<file path="src/stepper_config.svh">
`ifndef STEPPER_CONFIG_SVH
`define STEPPER_CONFIG_SVH

// Width of the signed step count that the host writes with each trigger.
`define STEP_COUNT_BITS 8

// Width of the signed running position, wide enough for many full moves.
`define STEP_POS_BITS 16

// Clock cycles per step tick. Each step takes two ticks, one high and one low.
`define STEP_DIV 4

`endif
</file>
<file path="src/stepper_pkg.sv">
`include "stepper_config.svh"

package stepper_pkg;

	// Signed step count exactly as the host drives it on num_steps.
	typedef logic signed [`STEP_COUNT_BITS-1:0] step_count_t;

	// Unsigned magnitude; the same width holds 128 for a count of -128.
	typedef logic [`STEP_COUNT_BITS-1:0] step_mag_t;

	// Signed commanded position that wraps on overflow.
	typedef logic signed [`STEP_POS_BITS-1:0] step_pos_t;

	// One accepted move, passed from the command stage to the pulse generator.
	typedef struct packed {
		logic      valid; // One-cycle strobe for a new move.
		logic      dir;   // Set for a negative count.
		step_mag_t mag;   // Number of steps, never zero when valid.
	} step_cmd_t;

	// Pulse generator states.
	typedef enum logic [1:0] {
		pulse_idle = 2'd0, // No move in progress, done is high.
		pulse_high = 2'd1, // Waiting for the tick that raises out.
		pulse_low  = 2'd2  // Waiting for the tick that lowers out.
	} pulse_state_t;

endpackage : stepper_pkg

</file>
<file path="src/stepper_axis.sv">
module stepper_axis (
	input  logic                     clk,
	input  logic                     reset,
	input  logic                     trigger,
	input  stepper_pkg::step_count_t num_steps,
	output logic                     out,
	output logic                     dir,
	output logic                     done,
	output stepper_pkg::step_pos_t   position
);

	logic                   tick;       // Shared step rate tick.
	stepper_pkg::step_cmd_t cmd;        // Accepted move for the generator.
	logic                   busy;       // A move is in progress.
	logic                   step_event; // One step was issued.

	// Prescaler for the whole axis.
	step_rate_divider u_rate (
		.clk  (clk),
		.reset(reset),
		.tick (tick)
	);

	// Filters triggers and converts the count.
	step_command u_command (
		.clk      (clk),
		.reset    (reset),
		.trigger  (trigger),
		.num_steps(num_steps),
		.busy     (busy),
		.cmd      (cmd)
	);

	// Builds the pulse train.
	step_pulse_gen u_pulse (
		.clk       (clk),
		.reset     (reset),
		.tick      (tick),
		.cmd       (cmd),
		.out       (out),
		.dir       (dir),
		.done      (done),
		.busy      (busy),
		.step_event(step_event)
	);

	// Direction comes from the generator, stable for the whole move.
	position_tracker u_position (
		.clk       (clk),
		.reset     (reset),
		.step_event(step_event),
		.dir       (dir),
		.position  (position)
	);

endmodule : stepper_axis

</file>
<file path="src/position_tracker.sv">
module position_tracker (
	input  logic                   clk,
	input  logic                   reset,
	input  logic                   step_event,
	input  logic                   dir,
	output stepper_pkg::step_pos_t position
);

	stepper_pkg::step_pos_t delta; // Signed change for one step.

	// Plus one forward, minus one in reverse.
	always_comb begin
		if (dir) begin
			delta = '1; // All ones is -1 in two's complement.
		end else begin
			delta = stepper_pkg::step_pos_t'(1); // One step forward.
		end
	end

	// The sum wraps at the position width, as a plain counter would.
	always_ff @(posedge clk) begin
		if (reset) begin
			position <= '0; // Home after reset.
		end else if (step_event) begin
			position <= position + delta; // Applied one cycle after the event.
		end
	end

endmodule : position_tracker

</file>
<file path="src/step_pulse_gen.sv">
module step_pulse_gen (
	input  logic                   clk,
	input  logic                   reset,
	input  logic                   tick,
	input  stepper_pkg::step_cmd_t cmd,
	output logic                   out,
	output logic                   dir,
	output logic                   done,
	output logic                   busy,
	output logic                   step_event
);

	stepper_pkg::pulse_state_t state;     // Current phase of the pulse train.
	stepper_pkg::step_mag_t    remaining; // Steps still to be emitted.

	// A move runs as alternating ticks. A tick in pulse_high raises out when
	// steps remain, a tick in pulse_low lowers it and counts the step off.
	// The tick in pulse_high that finds no steps left ends the last low
	// phase and returns to idle, so the final low level lasts a full tick.
	always_ff @(posedge clk) begin
		if (reset) begin
			state      <= stepper_pkg::pulse_idle; // Idle with done high.
			remaining  <= '0; // Nothing to emit.
			out        <= 1'b0; // Step line low.
			dir        <= 1'b0; // Default direction.
			step_event <= 1'b0; // No step reported.
		end else begin
			step_event <= 1'b0; // Pulses only on a rising step.
			case (state)
				stepper_pkg::pulse_idle: begin
					out <= 1'b0; // Line stays low between moves.
					if (cmd.valid) begin
						dir       <= cmd.dir; // Held for the whole move.
						remaining <= cmd.mag; // The command stage passes no zero count.
						state     <= stepper_pkg::pulse_high; // done falls here.
					end
				end
				stepper_pkg::pulse_high: begin
					if (tick) begin
						if (remaining == '0) begin
							state <= stepper_pkg::pulse_idle; // Last low phase is over.
						end else begin
							out        <= 1'b1; // Start of one step pulse.
							step_event <= 1'b1; // Tell the position tracker.
							state      <= stepper_pkg::pulse_low;
						end
					end
				end
				stepper_pkg::pulse_low: begin
					if (tick) begin
						out       <= 1'b0; // End of the high half.
						remaining <= remaining - 1'b1; // One step finished.
						state     <= stepper_pkg::pulse_high;
					end
				end
				default: begin
					state <= stepper_pkg::pulse_idle; // Recover from an unused code.
					out   <= 1'b0;
				end
			endcase
		end
	end

	// Done is a level, high whenever no move is in progress.
	assign done = (state == stepper_pkg::pulse_idle);

	// Busy goes back to the command stage and blocks new triggers.
	assign busy = ~done;

endmodule : step_pulse_gen

</file>
<file path="src/step_command.sv">
module step_command (
	input  logic                     clk,
	input  logic                     reset,
	input  logic                     trigger,
	input  stepper_pkg::step_count_t num_steps,
	input  logic                     busy,
	output stepper_pkg::step_cmd_t   cmd
);

	localparam int SIGN_BIT = $bits(stepper_pkg::step_count_t) - 1; // Count sign bit.

	logic                   neg;     // The requested count is negative.
	stepper_pkg::step_mag_t mag_in;  // Magnitude of the requested count.
	logic                   accept;  // The trigger starts a move this cycle.

	// Split the signed count into a direction and an unsigned magnitude.
	// Negation in the unsigned type turns -128 into 128 without overflow.
	always_comb begin
		neg = num_steps[SIGN_BIT]; // Sign bit gives the direction.
		if (neg) begin
			mag_in = stepper_pkg::step_mag_t'(0) - stepper_pkg::step_mag_t'(num_steps);
		end else begin
			mag_in = stepper_pkg::step_mag_t'(num_steps); // Positive count as is.
		end
	end

	// The generator only goes busy on the edge that sees cmd.valid, so a
	// pending command blocks a second trigger for that one cycle too.
	assign accept = trigger && !busy && !cmd.valid && (mag_in != '0);

	// Start strobe for the pulse generator.
	always_ff @(posedge clk) begin
		if (reset) begin
			cmd.valid <= 1'b0; // No command after reset.
		end else begin
			cmd.valid <= accept; // High for the single cycle after an accepted trigger.
		end
	end

	// Direction and magnitude of the last accepted move.
	always_ff @(posedge clk) begin
		if (accept) begin
			cmd.dir <= neg; // 1 for a negative count.
			cmd.mag <= mag_in; // Steps to emit.
		end
	end

endmodule : step_command

</file>
<file path="src/step_rate_divider.sv">
`include "stepper_config.svh"

module step_rate_divider (
	input  logic clk,
	input  logic reset,
	output logic tick
);

	localparam int DIV = `STEP_DIV; // Cycles between two ticks.
	localparam int CNT_BITS = (DIV > 1) ? $clog2(DIV) : 1; // At least one bit.
	localparam logic [CNT_BITS-1:0] LAST = CNT_BITS'(DIV - 1); // Wrap point.

	logic [CNT_BITS-1:0] count; // Cycles since the last tick.

	// The counter runs freely from reset, so the tick phase is fixed by reset
	// alone and does not move with the host's triggers.
	always_ff @(posedge clk) begin
		if (reset) begin
			count <= '0; // Restart the prescaler phase.
			tick  <= 1'b0; // No tick during reset.
		end else if (count == LAST) begin
			count <= '0; // Wrap to the start of the period.
			tick  <= 1'b1; // One-cycle tick at the wrap.
		end else begin
			count <= count + 1'b1; // Keep counting toward the wrap.
			tick  <= 1'b0; // Tick lasts only one cycle.
		end
	end

endmodule : step_rate_divider

</file>
<file path="config.mk">
export PLATFORM = sky130hd
export DESIGN_NAME = stepper_axis
export DESIGN_NICKNAME = d
export VERILOG_FILES = /design/src/stepper_pkg.sv /design/src/stepper_axis.sv /design/src/position_tracker.sv /design/src/step_pulse_gen.sv /design/src/step_command.sv /design/src/step_rate_divider.sv
export VERILOG_INCLUDE_DIRS = /design/src
export SDC_FILE = /design/constraint.sdc
export NUM_CORES = 1
export LEC_CHECK = 0
export BUFFER_PORTS_ARGS = -buffer_cell sky130_fd_sc_hd__buf_2
export CAP_MARGIN = 20
export CORE_MARGIN = 1
export CORE_UTILIZATION = 35
export DETAILED_ROUTE_END_ITERATION = 8
export SLEW_MARGIN = 0
export SYNTH_ARGS = -nofsm -noshare
export SYNTH_HDL_FRONTEND = slang
export SYNTH_SLANG_ARGS = --single-unit
export TNS_END_PERCENT = 100
</file>
<file path="constraint.sdc">
create_clock -name clk -period 2.1 [get_ports clk]
set_input_delay 0.42 -clock clk [delete_from_list [all_inputs] [get_ports clk]]
set_output_delay 0.42 -clock clk [all_outputs]
set_load 0.05 [all_outputs]
</file>
# After elaboration in Yosys (flattened, before gate mapping)
# Cells that the tools add are included.
[totals]
output_inout_bits = 19
word_cells = 54
ff_bits = 42
[classes]
n_bitwise = 2
mux = 16
n_addsub = 4
n_eq_ne = 7
reduce_logical = 14
[ops]
columns = ["op", "n"]
rows = [
  ["$mux 8", 3],
  ["$add 16x16->16", 1],
  ["$mux 16", 1],
  ["$pmux 8 s2", 1],
  ["$reduce_and 3->1", 3],
  ["$logic_not 8->1", 1],
  ["$mux 2", 4],
  ["$reduce_bool 8->1", 1],
  ["$sub 1x8->8 const A", 1],
  ["$sub 8x1->8 const B", 1],
  ["$ne 2x2->1 const B", 3],
  ["$pmux 2 s3", 1],
  ["$mux 1", 5],
  ["$eq 2x2->1 const B", 2],
  ["$logic_and 1x1->1", 3],
  ["$reduce_or 3->1", 1],
  ["$add 2x1->2 const B", 1],
  ["$eq 2x1->1 const B", 1],
  ["$logic_not 2->1", 1],
  ["$ne 2x1->1 const B", 1],
  ["$not 1->1", 2],
  ["$pmux 1 s2", 1],
  ["$reduce_and 2->1", 1],
  ["$reduce_bool 2->1", 1],
  ["2 further kinds", 2],
]

# Logic depth before layout (Yosys ltp)
[logic_depth]
depth_word = 4
ltp_mapped = 8
ltp_nobuf = 8

# Cells and area by module
# Synthesis repeated with hierarchy kept, for this count alone.
[unflattened]
hier_cells = 307
area_unflattened_um2 = 2708.8
[by_module_without_submodules]
columns = ["module", "cells_each", "n_inst", "seq_area_each_um2", "area_per_inst_um2"]
rows = [
  ["position_tracker", 160, 1, 320.3, 1331.3],
  ["step_pulse_gen", 93, 1, 260.2, 723.2],
  ["step_command", 47, 1, 290.3, 550.5],
  ["step_rate_divider", 7, 1, 60.1, 103.8],
]

# Worst setup path before layout
# No wires, ideal clock.
[synth_path]
kind = "register -> register"
start = "register u_pulse.dir"
end = "register u_position.position[15]"
setup_ps = 123
path_slack_ps = -616
synth_period_minus_slack_ps = 2716
path_stages_with_launch = 8
n_path_buf = 1
t_arrival_ps = 2592
path_cell_list = "dfxtp_1 ha_1 buf_4 nand2_1 o31a_1 o41ai_2 mux2i_1 mux2_1"
[synth_via]
elab_chain_cells = 2
[synth_lines]
columns = ["item", "line_no", "rtl"]
rows = [
  ["start, declared", "step_pulse_gen.sv:7", "output logic dir,"],
  ["start signal, assigned", "step_pulse_gen.sv:33", "dir <= cmd.dir;"],
  ["$mux 16", "position_tracker.sv:13", "if (dir) begin"],
  ["$add 16x16->16", "position_tracker.sv:25", "position <= position + delta;"],
  ["end signal, assigned", "position_tracker.sv:25", ""],
  ["end, declared", "position_tracker.sv:6", "output stepper_pkg::step_pos_t position"],
]
# No other way between the ends.
# A chain may end at the register's enable or synchronous reset.

# Worst setup path in the final report
# Same ends and word-level chain as after synthesis.

==> flow_summary.yaml <==
outcome:
  outcome: "finished, violations left"
  violations: "setup timing"
cts:
  tritoncts: "built"
  clock_latency_ns: 0.30
  clk_pin_slew_ns: 0.08
  numCtsBuffers: 5
  clock_sinks: 42
  ctsLongestPathBuffers: 2
  clock-root-buffer: "clkbuf_8"
  ctsHoldBuffers: 0
  htreeDepth: 2
grt:
  antenna_found_initial: 0
  grt_pass1_vias: 2056
  overflow: 0
  grt_use_total_pct: 15.9
  grt_pass1_wl_um: 9430
  grt_max_degree: 27
synthesis:
  synthFlopType: "dfxtp_1"
  synthCells: 282
  synth-edff-count: 9
  syn_area_sq_mm: 0.00247
  yosys-top-cells-area: "dfxtp_1 (27%), edfxtp_1 (11%), ha_1 (8.6%)"
  yosysTopAreaCellShare_pct: 26.7
  ys.warnings.count: 0
  syn_avg_cell_area_sq_um: 8.76
  ys_async_sr_fraction_pct: 0
  synth-seq-cells: 42
  synth.net_count: 311
  synth_cell_types: 51
  yosysSeqAreaShare_pct: 37.7
  synth_top_area_cell: "dfxtp_1"
drt:
  routed_wl_um: 5540
  via_per_inst: 4.94
  vias: 2183
  antenna_left: 0
  routedWlPerCell_um: 12.5
  drc: 0
  drt-initial-drc-count: 59
  first_pass_iters: 4
final_layout:
  n_antenna_cell: 0
  areaGrowthSynthToFinish_pct: 35.5
  multiInputGateArea_sq_mm: 0.00165
  sequential_cell_area_sq_um: 945
  nFillCells: 624
  drive_gt1_share_pct: 31.8
  nets: 374
  finish.utilization_pct: 49.3
  final_cell_count_no_fill: 442
place:
  dp_cells: 426
  portBuffers: 29
  globalplace.congestion: 0.834
  hpwl_um: 3940
floorplan:
  row_count: 30
  num_io_pins: 30
  initial_utilization_pct: 36.4
  die_h_um: 86.0
  dieArea_sq_mm: 0.00740
  core_sq_mm: 0.00679
  die_w_um: 86.0
timing:
  maxSlewViolCount: 0
  tightest_slew_ns: 0.575
  max_freq_mhz: 460
  maxSlewHeadroom_pct: 61.6
  setup_violations: 1
  fin_crit_ns: 2.17
  rsz0062_at_grt: "yes"
  setup_tns_ns: -0.0749
  setup_slack_ns: -0.0749
  hold_viol: 0
  post-route-period-util_pct: 104
  finalClockSkew_ns: 0.00818
power:
  power_density_mw_per_mm2: 570
  p_leak_nw: 1.41
  ir_worst_vdd_v: 0.000289
  power.total_mw: 1.91
critical_path:
  worstSetupStartpoint: "u_pulse.dir"
  critPathRequiredTime_ns: 2.29
  path_class: "reg2reg"
  r2r-start: "u_pulse.dir"
  crit_arrival_ns: 2.36
  critPathLaunchType: "register"
  critPathMaxFanout: 8
  end_kind: "register"
job:
  drv_cap: 0
worst_hold_path:
  hp-start: "reset"
  holdCritPathClass: "in2reg"
==> through the flow <==
stage | worst slack, ns | instance area, sq um | hold WS, ns
floorplan | -0.147 | 2490 | 0.408
global placement | -0.0974 | 2960 | 0.419
detailed placement | -0.141 | 2960 | 0.438
CTS | -0.114 | 3200 | 0.396
global route | -0.188 | 3350 | 0.420
finish | -0.0749 | 3350 | 0.406
==> placed cells by master (no fill, tap or decap), drive strengths merged, types with 3 or more instances in the layout <==
master / instances
a211oi: 3
a21o: 5
a21oi: 20
a31oi: 3
buf: 67
clkbuf: 5
dfxtp: 33
edfxtp: 9
ha: 17
inv: 9
mux2i: 10
nand2: 33
nand2b: 4
nand3: 5
nand3b: 4
nor2: 27
nor2b: 7
nor3: 6
o21ai: 18
o31ai: 4
xnor2: 11
xor2: 6
==> per-layer routing <==
| metal | vias to the layer above | GRT usage, % | part of all wire, % |
|---|---|---|---|
| met1 | 993 | 21.8 | 51 |
| met3 | 8 | 2.69 | 2.6 |
| met4 | 0 | 5.45 | 1.4 |
| met2 | 32 | 25.0 | 45 |
| li1 | 1150 | - | - |
| met5 | - | 0 | 0 |
==> sequential cells by signal (all words and copies together) (netlist names) <==
| name | count |
|---|---|
| u_rate.tick | 1 |
| u_rate.count | 2 |
| u_pulse.remaining | 8 |
| u_pulse.out | 1 |
| u_pulse.step_event | 1 |
| u_pulse.state | 2 |
| u_position.position | 16 |
| u_pulse.dir | 1 |
| u_command.cmd | 10 |
==> kinds of logic (layout without fill, tap and decap cells) <==
logic type,count (synthesis),count (layout),share of synthesized area (%)
DFF,42,42,37.7
and+or+nand+nor,99,99,19.2
xor gates and xnor gates,17,17,6.03
adders and majority gates,18,18,9.42
AOI/OAI and AO/OA,75,75,19.8
muxes,11,11,4.51
buffers and inverters,20,84,3.34
==> power breakdown <==
group | switching (mW) | internal [mW] | leakage [nW]
logic | 0.144 | 0.125 | 0.983
clock network | 0.285 | 0.470 | 0.0658
registers | 0.0228 | 0.863 | 0.359
total | 0.452 | 1.46 | 1.41
==> critical path, stage by stage (launching register included) <==
cell     delay [ns]
dfxtp_4        0.39
buf_4          0.15
buf_12         0.14
ha_4           0.29
nand2_1        0.07
o21ai_1        0.26
a21oi_2        0.09
o41ai_2        0.07
mux2i_1        0.26
mux2_1         0.34
==> layout make-up <==
cell class                 count  share of cell area (%)
sequential                    42                    28.2
clock buffer                   5                    2.06
inverter                       9                    1.01
multi-input combinational    220                    49.3
tap                           96                    3.59
clock inverter                 3                    1.91
timing repair buffer          67                    14.0
==> worst paths after layout <==
check,endpoint,slack [ns],cells past startpoint
worst max register to register,u_position.position[15],-0.07,9
worst min register to register,u_rate.count[0],0.44,1
worst max-delay path,u_position.position[15],-0.07,9
worst min-delay path,u_position.position[7],0.41,2
==> Yosys cell counts, drive strengths merged (2+ instances only) <==
| cell | n |
|---|---|
| nor2b | 7 |
| nor3 | 6 |
| dfxtp | 33 |
| a31oi | 3 |
| nand2b | 4 |
| nor4b | 2 |
| o22ai | 2 |
| buf | 5 |
| a21boi | 2 |
| inv | 9 |
| nand2 | 33 |
| nand3b | 4 |
| o21bai | 2 |
| o21ai | 18 |
| nand3 | 5 |
| and4b | 2 |
| nor3b | 2 |
| xor2 | 6 |
| a211o | 2 |
| edfxtp | 9 |
| o31ai | 4 |
| a21o | 5 |
| xnor2 | 11 |
| a22oi | 2 |
| nor2 | 27 |
| a221oi | 2 |
| a21oi | 20 |
| a211oi | 3 |
| mux2i | 10 |
| o21a | 2 |
| and3 | 2 |
| ha | 17 |
| clkbuf | 6 |
| or3 | 2 |
| o41ai | 2 |
==> repair_timing <==
item / CTS / global route
pin swaps: 5 / 14
setup endpoints to repair: 4 / 7
setup buffers: 3 / 5
resized for setup: 12 / 19
Note: power is estimated with default switching activity, not from simulation.
